`src/common/etx_params.svh`:
```
`ifndef ETX_PARAMS_SVH
`define ETX_PARAMS_SVH

// ####################
// Mesh packet geometry
// ####################
`define ETX_PW 104            // Flat packet width
`define ETX_AW 32             // Address width
`define ETX_DW 32             // Data width

// ####################
// Chip identity
// ####################
`define ETX_ID 12'h810        // Upper address bits of the local chip

// ####################
// Link framing
// ####################
`define ETX_FULL_BYTES 13     // Header plus dstaddr, data, srcaddr
`define ETX_BURST_BYTES 8     // Data plus srcaddr only

`endif
```
`src/common/etx_link_pkg.sv`:
```
package etx_link_pkg;

  // One byte of the link lane
  typedef logic [7:0] lane_t;

  // Serializer FSM
  typedef enum logic [1:0] {
    SER_IDLE   = 2'd0,  // Lane quiet
    SER_HEADER = 2'd1,  // Header byte on the lane
    SER_BODY   = 2'd2   // Address and data bytes on the lane
  } ser_state_t;

endpackage

```
`src/common/emesh_pkg.sv`:
```
package emesh_pkg;

`include "etx_params.svh"

  // Flat packet as seen on the system side
  typedef logic [`ETX_PW-1:0] emesh_packet_t;

  // Transfer size
  typedef enum logic [1:0] {
    BYTE   = 2'b00,
    HALF   = 2'b01,
    WORD   = 2'b10,
    DOUBLE = 2'b11   // Only size that may burst
  } datamode_t;

  // ####################
  // Field positions
  // ####################
  localparam int WRITE_BIT    = 0;
  localparam int DATAMODE_LSB = 1;    // 2 bits
  localparam int CTRLMODE_LSB = 3;    // 4 bits
  localparam int DSTADDR_LSB  = 7;
  localparam int DATA_LSB     = DSTADDR_LSB + `ETX_AW;
  localparam int SRCADDR_LSB  = DATA_LSB + `ETX_DW;
  // Top bit above srcaddr is spare

  // Address step between consecutive burst beats
  localparam logic [`ETX_AW-1:0] BURST_STRIDE = 8;

endpackage

```
`src/hdl/etx_top.sv`:
```
`timescale 1ns/1ps
`include "etx_params.svh"

module etx_top #(
  parameter logic [11:0] ID = `ETX_ID
) (
  input  logic                     clk,
  input  logic                     reset,
  // System side
  input  logic                     etx_access,
  input  emesh_pkg::emesh_packet_t etx_packet,
  input  logic                     tx_enable,
  output logic                     etx_rd_wait,
  output logic                     etx_wr_wait,
  // Link side
  output etx_link_pkg::lane_t      lnk_data,
  output logic                     lnk_frame,
  output logic                     lnk_burst,
  input  logic                     lnk_rd_wait,    // Async from far side
  input  logic                     lnk_wr_wait
);

  logic                     rd_wait_sync;
  logic                     wr_wait_sync;
  emesh_pkg::emesh_packet_t tx_packet;
  logic                     tx_access;
  logic                     tx_burst;
  logic                     tx_io_wait;

  // Both far side waits share one synchronizer
  wait_sync #(
    .DW (2)
  ) u_wait_sync (
    .clk   (clk),
    .reset (reset),
    .in    ({lnk_rd_wait, lnk_wr_wait}),
    .out   ({rd_wait_sync, wr_wait_sync})
  );

  etx_protocol #(
    .ID (ID)
  ) u_protocol (
    .clk          (clk),
    .reset        (reset),
    .etx_access   (etx_access),
    .etx_packet   (etx_packet),
    .tx_enable    (tx_enable),
    .etx_rd_wait  (etx_rd_wait),
    .etx_wr_wait  (etx_wr_wait),
    .rd_wait_sync (rd_wait_sync),
    .wr_wait_sync (wr_wait_sync),
    .tx_packet    (tx_packet),
    .tx_access    (tx_access),
    .tx_burst     (tx_burst),
    .tx_io_wait   (tx_io_wait)
  );

  etx_serializer u_serializer (
    .clk        (clk),
    .reset      (reset),
    .tx_packet  (tx_packet),
    .tx_access  (tx_access),
    .tx_burst   (tx_burst),
    .tx_io_wait (tx_io_wait),
    .lnk_data   (lnk_data),
    .lnk_frame  (lnk_frame),
    .lnk_burst  (lnk_burst)
  );

endmodule

```
`src/etx/etx_serializer.sv`:
```
`timescale 1ns/1ps
`include "etx_params.svh"

module etx_serializer (
  input  logic                     clk,
  input  logic                     reset,
  // From the protocol block
  input  emesh_pkg::emesh_packet_t tx_packet,
  input  logic                     tx_access,
  input  logic                     tx_burst,
  output logic                     tx_io_wait,
  // Link lane
  output etx_link_pkg::lane_t      lnk_data,
  output logic                     lnk_frame,
  output logic                     lnk_burst
);

  localparam int SW = `ETX_FULL_BYTES * 8;   // Shift register width

  // Count loaded with the bytes that follow the first one
  localparam logic [3:0] FULL_LAST  = 4'(`ETX_FULL_BYTES - 1);
  localparam logic [3:0] BURST_LAST = 4'(`ETX_BURST_BYTES - 1);

  etx_link_pkg::ser_state_t state;
  logic [3:0]               count;      // Bytes left after the one on the lane
  logic [SW-1:0]            shreg;      // Top byte is on the lane
  logic                     load;
  etx_link_pkg::lane_t      header;
  logic [SW-1:0]            full_image;
  logic [SW-1:0]            burst_image;

  // ####################
  // Frame images
  // ####################
  // Header byte is ctrlmode, datamode, write, zero
  assign header = {tx_packet[emesh_pkg::CTRLMODE_LSB +: 4],
                   tx_packet[emesh_pkg::DATAMODE_LSB +: 2],
                   tx_packet[emesh_pkg::WRITE_BIT],
                   1'b0};

  assign full_image = {header,
                       tx_packet[emesh_pkg::DSTADDR_LSB +: `ETX_AW],
                       tx_packet[emesh_pkg::DATA_LSB +: `ETX_DW],
                       tx_packet[emesh_pkg::SRCADDR_LSB +: `ETX_AW]};

  // Burst drops header and dstaddr, far side infers the address
  assign burst_image = {tx_packet[emesh_pkg::DATA_LSB +: `ETX_DW],
                        tx_packet[emesh_pkg::SRCADDR_LSB +: `ETX_AW],
                        {(SW - `ETX_DW - `ETX_AW){1'b0}}};

  // ####################
  // Handshake
  // ####################
  // Busy until the last byte, so the next load lands right behind it
  assign tx_io_wait = (state != etx_link_pkg::SER_IDLE) && (count != 4'd0);
  assign load       = tx_access & ~tx_io_wait;   // Idle or on last byte

  assign lnk_frame = (state != etx_link_pkg::SER_IDLE);
  assign lnk_data  = shreg[SW-1 -: 8];

  // ####################
  // FSM
  // ####################
  always_ff @(posedge clk)
  begin
    if (reset)
    begin
      state     <= etx_link_pkg::SER_IDLE;
      count     <= 4'd0;
      lnk_burst <= 1'b0;
    end
    else if (load)
    begin
      state     <= tx_burst ? etx_link_pkg::SER_BODY : etx_link_pkg::SER_HEADER;
      count     <= tx_burst ? BURST_LAST : FULL_LAST;
      lnk_burst <= tx_burst;
    end
    else
    begin
      case (state)
        etx_link_pkg::SER_HEADER:
        begin
          state <= etx_link_pkg::SER_BODY;   // Header is always one byte
          count <= count - 4'd1;
        end
        etx_link_pkg::SER_BODY:
        begin
          if (count == 4'd0)
          begin
            state     <= etx_link_pkg::SER_IDLE;   // Nothing waiting
            lnk_burst <= 1'b0;
          end
          else
          begin
            count <= count - 4'd1;
          end
        end
        default:
        begin
          state <= etx_link_pkg::SER_IDLE;
        end
      endcase
    end
  end

  // Payload shift, MSB first
  always_ff @(posedge clk)
  begin
    if (load)
    begin
      shreg <= tx_burst ? burst_image : full_image;
    end
    else if (state != etx_link_pkg::SER_IDLE)
    begin
      shreg <= {shreg[SW-9:0], 8'h00};
    end
  end

endmodule

```
`src/etx/etx_protocol.sv`:
```
`timescale 1ns/1ps
`include "etx_params.svh"

module etx_protocol #(
  parameter logic [11:0] ID = `ETX_ID
) (
  input  logic                     clk,
  input  logic                     reset,
  // System side
  input  logic                     etx_access,
  input  emesh_pkg::emesh_packet_t etx_packet,
  input  logic                     tx_enable,
  output logic                     etx_rd_wait,
  output logic                     etx_wr_wait,
  // Far side waits after the synchronizer
  input  logic                     rd_wait_sync,
  input  logic                     wr_wait_sync,
  // Serializer side
  output emesh_pkg::emesh_packet_t tx_packet,
  output logic                     tx_access,
  output logic                     tx_burst,
  input  logic                     tx_io_wait
);

  // Incoming packet fields
  logic                 in_write;
  emesh_pkg::datamode_t in_datamode;
  logic [3:0]           in_ctrlmode;
  logic [`ETX_AW-1:0]   in_dstaddr;

  // Last forwarded packet fields
  logic                 last_write;
  emesh_pkg::datamode_t last_datamode;
  logic [3:0]           last_ctrlmode;
  logic [`ETX_AW-1:0]   last_dstaddr;

  logic consumed;      // Taken from the sender this cycle
  logic local_hit;     // Addressed to this chip
  logic forward;
  logic type_match;
  logic burst_match;

  // ####################
  // Field decode
  // ####################
  emesh_unpack u_unpack_in (
    .packet   (etx_packet),
    .write    (in_write),
    .datamode (in_datamode),
    .ctrlmode (in_ctrlmode),
    .dstaddr  (in_dstaddr),
    .data     (),
    .srcaddr  ()
  );

  // Held packet doubles as the burst record
  emesh_unpack u_unpack_last (
    .packet   (tx_packet),
    .write    (last_write),
    .datamode (last_datamode),
    .ctrlmode (last_ctrlmode),
    .dstaddr  (last_dstaddr),
    .data     (),
    .srcaddr  ()
  );

  // ####################
  // Wait generation
  // ####################
  // Serializer busy stalls both directions
  assign etx_rd_wait = rd_wait_sync | tx_io_wait;
  assign etx_wr_wait = wr_wait_sync | tx_io_wait;

  // ####################
  // Acceptance and filter
  // ####################
  // Direction picks which wait applies
  assign consumed  = etx_access & (in_write ? ~etx_wr_wait : ~etx_rd_wait);
  assign local_hit = (in_dstaddr[`ETX_AW-1 -: 12] == ID);
  assign forward   = consumed & tx_enable & ~local_hit;   // Others silently dropped

  // ####################
  // Burst detection
  // ####################
  assign type_match = ({in_ctrlmode, in_datamode, in_write} ==
                       {last_ctrlmode, last_datamode, last_write});

  assign burst_match = in_write &
                       (in_datamode == emesh_pkg::DOUBLE) &
                       type_match &
                       (in_dstaddr == last_dstaddr + emesh_pkg::BURST_STRIDE);

  // ####################
  // Output register
  // ####################
  // Holds while the serializer is busy
  always_ff @(posedge clk)
  begin
    if (reset)
    begin
      tx_access <= 1'b0;
      tx_burst  <= 1'b0;
      tx_packet <= '0;          // Record cleared, read type never matches a burst
    end
    else if (~tx_io_wait)
    begin
      tx_access <= forward;
      tx_burst  <= forward & burst_match;
      if (forward)
      begin
        tx_packet <= etx_packet;  // Only forwarded packets update the record
      end
    end
  end

endmodule

```
`src/hdl/wait_sync.sv`:
```
`timescale 1ns/1ps

module wait_sync #(
  parameter int DW = 1
) (
  input  logic          clk,
  input  logic          reset,
  input  logic [DW-1:0] in,      // Async levels from the far side
  output logic [DW-1:0] out
);

  logic [DW-1:0] meta;   // First stage, may go metastable

  // Two flops in series
  always_ff @(posedge clk)
  begin
    if (reset)
    begin
      meta <= '0;
      out  <= '0;
    end
    else
    begin
      meta <= in;
      out  <= meta;
    end
  end

endmodule

```
`src/hdl/emesh_unpack.sv`:
```
`timescale 1ns/1ps
`include "etx_params.svh"

module emesh_unpack (
  input  emesh_pkg::emesh_packet_t packet,
  output logic                     write,
  output emesh_pkg::datamode_t     datamode,
  output logic [3:0]               ctrlmode,
  output logic [`ETX_AW-1:0]       dstaddr,
  output logic [`ETX_DW-1:0]       data,
  output logic [`ETX_AW-1:0]       srcaddr
);

  // Control fields in the low bits
  assign write    = packet[emesh_pkg::WRITE_BIT];
  assign datamode = emesh_pkg::datamode_t'(packet[emesh_pkg::DATAMODE_LSB +: 2]);
  assign ctrlmode = packet[emesh_pkg::CTRLMODE_LSB +: 4];

  // Address and payload words
  assign dstaddr  = packet[emesh_pkg::DSTADDR_LSB +: `ETX_AW];
  assign data     = packet[emesh_pkg::DATA_LSB +: `ETX_DW];
  assign srcaddr  = packet[emesh_pkg::SRCADDR_LSB +: `ETX_AW];   // Return address

endmodule

```
`config.mk`:
```
export PLATFORM = sky130hd
export DESIGN_NAME = etx_top
export DESIGN_NICKNAME = d
export VERILOG_FILES = /design/src/common/etx_link_pkg.sv /design/src/common/emesh_pkg.sv /design/src/hdl/etx_top.sv /design/src/etx/etx_serializer.sv /design/src/etx/etx_protocol.sv /design/src/hdl/wait_sync.sv /design/src/hdl/emesh_unpack.sv
export VERILOG_INCLUDE_DIRS = /design/src /design/src/common
export SDC_FILE = /design/constraint.sdc
export NUM_CORES = 1
export LEC_CHECK = 0
export ABC_AREA = 1
export ABC_CLOCK_PERIOD_IN_PS = 7400
export BUFFER_PORTS_ARGS = -buffer_cell sky130_fd_sc_hd__clkbuf_2
export CAP_MARGIN = 10
export CORE_UTILIZATION = 63
export DETAILED_ROUTE_END_ITERATION = 8
export PLACE_DENSITY = 0.83
export SYNTH_ARGS = -nofsm -noshare
export SYNTH_HDL_FRONTEND = slang
export SYNTH_SLANG_ARGS = --single-unit
```
`constraint.sdc`:
```
create_clock -name clk -period 7.4 [get_ports clk]
set_input_delay 0 -clock clk [delete_from_list [all_inputs] [get_ports clk]]
set_output_delay 0 -clock clk [all_outputs]
set_load 0.03 [all_outputs]
```
* After elaboration in Yosys (flattened, before gate mapping)
Index checks and enable logic that the tools add are counted.
Cells by class: bitwise gates (word level) 14, $add $sub $neg 2, reductions and logical operators 11, mux-type cells 15, eq/ne operators 8
Operator list (number):
- $mux 104 | 3
- $add 32x4->32 const B | 1
- $eq 32x32->1 | 1
- $eq 12x12->1 const B | 1
- $mux 4 | 3
- $and 1x1->1 | 8
- $pmux 4 s2 | 1
- $reduce_bool 2->1 | 4
- $eq 7x7->1 | 1
- $mux 2 | 3
- $reduce_and 2->1 | 3
- $eq 2x2->1 const B | 2
- $logic_not 4->1 | 1
- $mux 1 | 4
- $not 1->1 | 4
- $pmux 2 s2 | 1
- $reduce_bool 4->1 | 1
- $sub 4x1->4 const B | 1
- $ne 3x1->1 const B | 1
- $ne 3x2->1 const B | 1
- $reduce_bool 3->1 | 1
- $eq 2x1->1 const B | 1
- $or 1x1->1 | 2
- $logic_and 1x1->1 | 1
Word-level totals: register bits 220, output and inout bits 12, input port bits 110, logic and storage cells 59

* Longest topological paths before layout
depth after elaboration 9, gate-level depth with buffers 14

* Cells and area by module
Synthesis repeated with hierarchy kept, for this count alone.
Second synthesis, totals: cells, all modules 1608, area total of the unflattened synthesis 12104.1 sq um
Modules (own cells, without submodules):
- etx_serializer | sequential area each 3263.1 sq um, cells an instance 572, area an instance 5225.0 sq um, instances 1
- etx_protocol | sequential area each 2122.0 sq um, cells an instance 818, area an instance 5222.5 sq um, instances 1
- emesh_unpack | sequential area each 0.0 sq um, cells an instance 103, area an instance 773.2 sq um, instances 2
- wait_sync | sequential area each 80.1 sq um, cells an instance 12, area an instance 110.1 sq um, instances 1

* Worst setup path before layout
OpenSTA, ideal clock, no wires.
kind reg2reg, start point reg u_serializer.state[0], end point reg u_serializer.shreg[0], enable pin, data required time 6934 ps, slack 4160 ps, setup time 466 ps, cell stages (with the launch flop) 4, path buffers 0, data arrival time 2774 ps, path through dfxtp_1 inv_1 ha_1 nand2_1
Between the ends: word-level cells in the longest chain between the ends 5
Ends and longest elaborated chain:
- start, declared | RTL line etx_serializer.sv:24 | etx_link_pkg::ser_state_t state;
- start signal, assigned | RTL line etx_serializer.sv:68 | state <= etx_link_pkg::SER_IDLE;
- start signal, assigned | RTL line etx_serializer.sv:74 | state <= tx_burst ? etx_link_pkg::SER_BODY : etx_link_pkg::SER_HEADER;
- start signal, assigned | RTL line etx_serializer.sv:83 | state <= etx_link_pkg::SER_BODY;
- $reduce_bool 2->1 * | RTL line etx_serializer.sv:55, etx_serializer.sv:113
- $logic_and 1x1->1 | RTL line etx_serializer.sv:55 | assign tx_io_wait = (state != etx_link_pkg::SER_IDLE) && (count != 4'd0);
- $not 1->1 | RTL line etx_serializer.sv:56 | assign load = tx_access & ~tx_io_wait;
- $and 1x1->1 | RTL line etx_serializer.sv:56
- $reduce_bool 2->1 (no line) *
- end signal, assigned | RTL line etx_serializer.sv:111 | shreg <= tx_burst ? burst_image : full_image;
- end signal, assigned | RTL line etx_serializer.sv:115 | shreg <= {shreg[SW-9:0], 8'h00};
- end, declared | RTL line etx_serializer.sv:26 | logic [SW-1:0] shreg;
Mark *: on every way between the ends. The rest lies on a longest branch, timed or not. A chain may end at the register's enable or synchronous reset.

* Worst setup path after layout
start point reg u_serializer.count[0], end point reg u_serializer.shreg[68], data pin
Between the ends: word-level cells in the longest chain between the ends 5
Ends and longest elaborated chain:
- start, declared | RTL line etx_serializer.sv:25 | logic [3:0] count;
- start signal, assigned | RTL line etx_serializer.sv:75 | count <= tx_burst ? BURST_LAST : FULL_LAST;
- start signal, assigned | RTL line etx_serializer.sv:84 | count <= count - 4'd1;
- start signal, assigned | RTL line etx_serializer.sv:95 | count <= count - 4'd1;
- $reduce_bool 4->1 | RTL line etx_serializer.sv:55
- $logic_and 1x1->1 | RTL line etx_serializer.sv:55
- $not 1->1 | RTL line etx_serializer.sv:56
- $and 1x1->1 | RTL line etx_serializer.sv:56
- $mux 104 | RTL line etx_serializer.sv:109 | if (load)
Every way passes these cells.

==> results.ini <==
[setup_path]
cp_data_arrival_time_ns = 4.28
slowest_delay_ns = 0.73
crit_chain = inv_1 -> ha_1 -> nand3_1 -> nand2_1 -> inv_2 -> nor2_4 -> inv_2 -> buf_4 -> or2_2 -> buf_4 -> inv_2 -> nand2_1 -> o211ai_1
end_kind = flop
crit_family = buffers and inverters
cp_common_cell = inv_2
crit_slowest_cell = buf_4
crit_fanout = 104
required_ns = 7.63
start_kind = flop
crit_buf_inv = 6
critPathKind = flop to flop

[global_routing]
grt_pass1_wl_mm = 45.4
antenna_found_initial = 0
grt_max_degree = 105
grt_pass1_vias = 8750
overflow = 0
grtUsageTotal_pct = 35.8

[sta]
skew_ns = 0.0119
grt_setup_unrepaired = false
relSlewSlack_pct = 28.7
clock.fmax_mhz = 247
period_share_pct = 54.8
min_period_ns = 4.05
final_max_slew_viol_count = 0
whs_ns = 0.310
hold_viol = 0
worst_pin_slew_ns = 1.07
tns_ns = 0
final-setup-viol-count = 0

[cells_and_area]
fillers = 1029
final_area_mm2 = 0.0127
nets = 1542
area.growth.synth_to_final_pct = 23.0
antenna_cells = 0
drive_gt1_share_pct = 13.3

[cts]
cts_buffers = 22
cts_tree = done
clk_path_buf_depth = 3
clkSinkCount = 220
clk_latency_ns = 0.51
cts_max_level = 1
cts_root_buf = clkbuf_16
clk_pin_slew_ns = 0.06
ctsResizeCount = 0

[power_and_ir_drop]
power.density_mw_per_mm2 = 234
combPwrFrac_pct = 14.1
p_int_uw = 2180
power_frac_clock_pct = 37.5
seq_power_share_pct = 48.4
p_total_uw = 2970
p_leak_uw = 0.00532
p_sw_share_pct = 26.5
ir_drop_mv = 0.175
power.switching_uw = 786

[floorplanning]
core-area_mm2 = 0.0159
die-area_mm2 = 0.0169
fp.dieW_um = 130
rows = 46
io_pins = 122
die_h_um = 130
start_util_pct = 64.7

[synthesis]
ys.flop_type = dfxtp_1
synth_nets = 1353
synth.area.top_cells = edfxtp_1, dfxtp_1, nand2_1, inv_1, o21ai_0
synth.top_cells.by_count = nand2_1, inv_1, dfxtp_1, o21ai_0, edfxtp_1
synth.top_cell.area_share_pct = 30.3
netlist_area_mm2 = 0.0103
synth-async-reset-ratio_pct = 0
synth_cell_type_count = 37
ys_seq_area_share_pct = 52.8
yosysMostFrequentCell = nand2_1
synth_edf_count = 104
yosys_warnings = 0
syn_inst = 1238
synth_seq_cells = 220
yosysTopAreaCell = edfxtp_1
avgSynthCellArea_um2 = 8.33

[routing]
remaining_drc_errors = 0
routed_wl_mm = 29.9
first_pass_iters = 6
vias = 9538
routed_via_density = 5.75
ant_nets = 0
wl_per_cell_um = 18.0
drt_iter0_markers = 1250

[placed_design]
placement.io_buffers = 120
place_congestion = 0.902
place_area_mm2 = 0.0109
hpwl_mm = 18.5

[min_path]
hp-class = primary input to flop

[job]
maxCapViolCount = 0

[status]
status = complete, no violations

layout by cell type, fill, tap and decap left out, types with 3 or more instances in the layout:
master,instances
a21oi_1,101
buf_4,7
clkbuf_1,8
clkbuf_16,23
clkbuf_2,120
clkinv_1,3
clkinv_2,3
dfxtp_1,116
dlygate4sd3_1,109
edfxtp_1,104
ha_1,5
inv_1,155
inv_2,10
nand2_1,288
nand2_2,6
nand3_1,32
nand4_1,6
nor2_1,85
nor2_2,5
nor2_4,5
nor3_1,4
o211ai_1,13
o21ai_0,111
o21ai_1,33
o221ai_1,50
or2_2,3
xnor2_1,6
xor2_1,15
worst register-to-register path: cells and delay by family, from the launching register on:
| family | cells | cell delay (ns) |
|---|---|---|
| AO/OA/AOI/OAI | 1 | 0.10 |
| flip-flops | 1 | 0.37 |
| buffers and inverters | 6 | 1.93 |
| AND/OR/NAND/NOR | 5 | 1.13 |
| adder cells (fa/ha/maj) | 1 | 0.24 |
metrics by stage:
stage | util (%) | worst slack (ns) | instances
floorplan | - | 4.16 | 1238
global placement | 68.3 | 3.51 | 1510
detailed placement | 68.3 | 3.44 | 1510
CTS | 79.6 | 3.40 | 1659
global route | 79.6 | 3.09 | 1659
finish | 79.6 | 3.35 | 1659
power groups by stage:
stage / sequential, µW / clock [µW] / combinational, µW
after floorplan: 1440 / 0 / 252
after global placement: 1450 / 0 / 347
after detailed placement: 1460 / 0 / 358
after CTS: 1430 / 1110 / 407
after global routing: 1440 / 1160 / 461
final: 1440 / 1110 / 420
flip-flops by register name (all words and copies together) (netlist names):
register,cells
u_wait_sync.meta,2
u_wait_sync.out,2
u_serializer.state,2
u_serializer.lnk_burst,1
u_serializer.count,4
u_serializer.shreg,104
u_protocol.tx_access,1
u_protocol.tx_packet,103
u_protocol.tx_burst,1
timing repair:
action	in CTS	in global routing
hold endpoints to repair	114	0
hold buffers	109	0
setup buffers	0	0
final cells by class:
type	instances	area (µm²)	area share (%)
timing repair buffer	236	1740	13.7
multi-input combinational	781	3910	30.8
tap	216	270	2.13
clock inverter	9	97.6	0.769
clock buffer	31	606	4.77
inverter	166	623	4.91
sequential	220	5450	42.9
path summary, 6_finish.rpt:
kind / to / slack (ns) / depth (start not counted) / start
max reg2reg: u_serializer.shreg[68] / 3.35 / 13 / u_serializer.count[0]
max: u_serializer.shreg[68] / 3.35 / 13 / u_serializer.count[0]
min: u_protocol.tx_packet[19] / 0.31 / 4 / etx_packet[19]
min reg2reg: u_wait_sync.out[1] / 0.41 / 2 / u_wait_sync.meta[1]
cell families after synthesis:
family / share of synthesized area, %
fa+ha+maj: 0.606
buf+inv: 9.59
xor+xnor: 1.78
simple gates: 17.7
flops: 52.8
compound gates: 17.5
metal layers:
layer | global-route usage [%] | part of all wire [%]
met5 | 0 | 0
met4 | 14.4 | 4.3
met3 | 4.67 | 9.1
met2 | 61.7 | 48
met1 | 45.8 | 39
No activity file was read; power rests on OpenSTA's default activity.
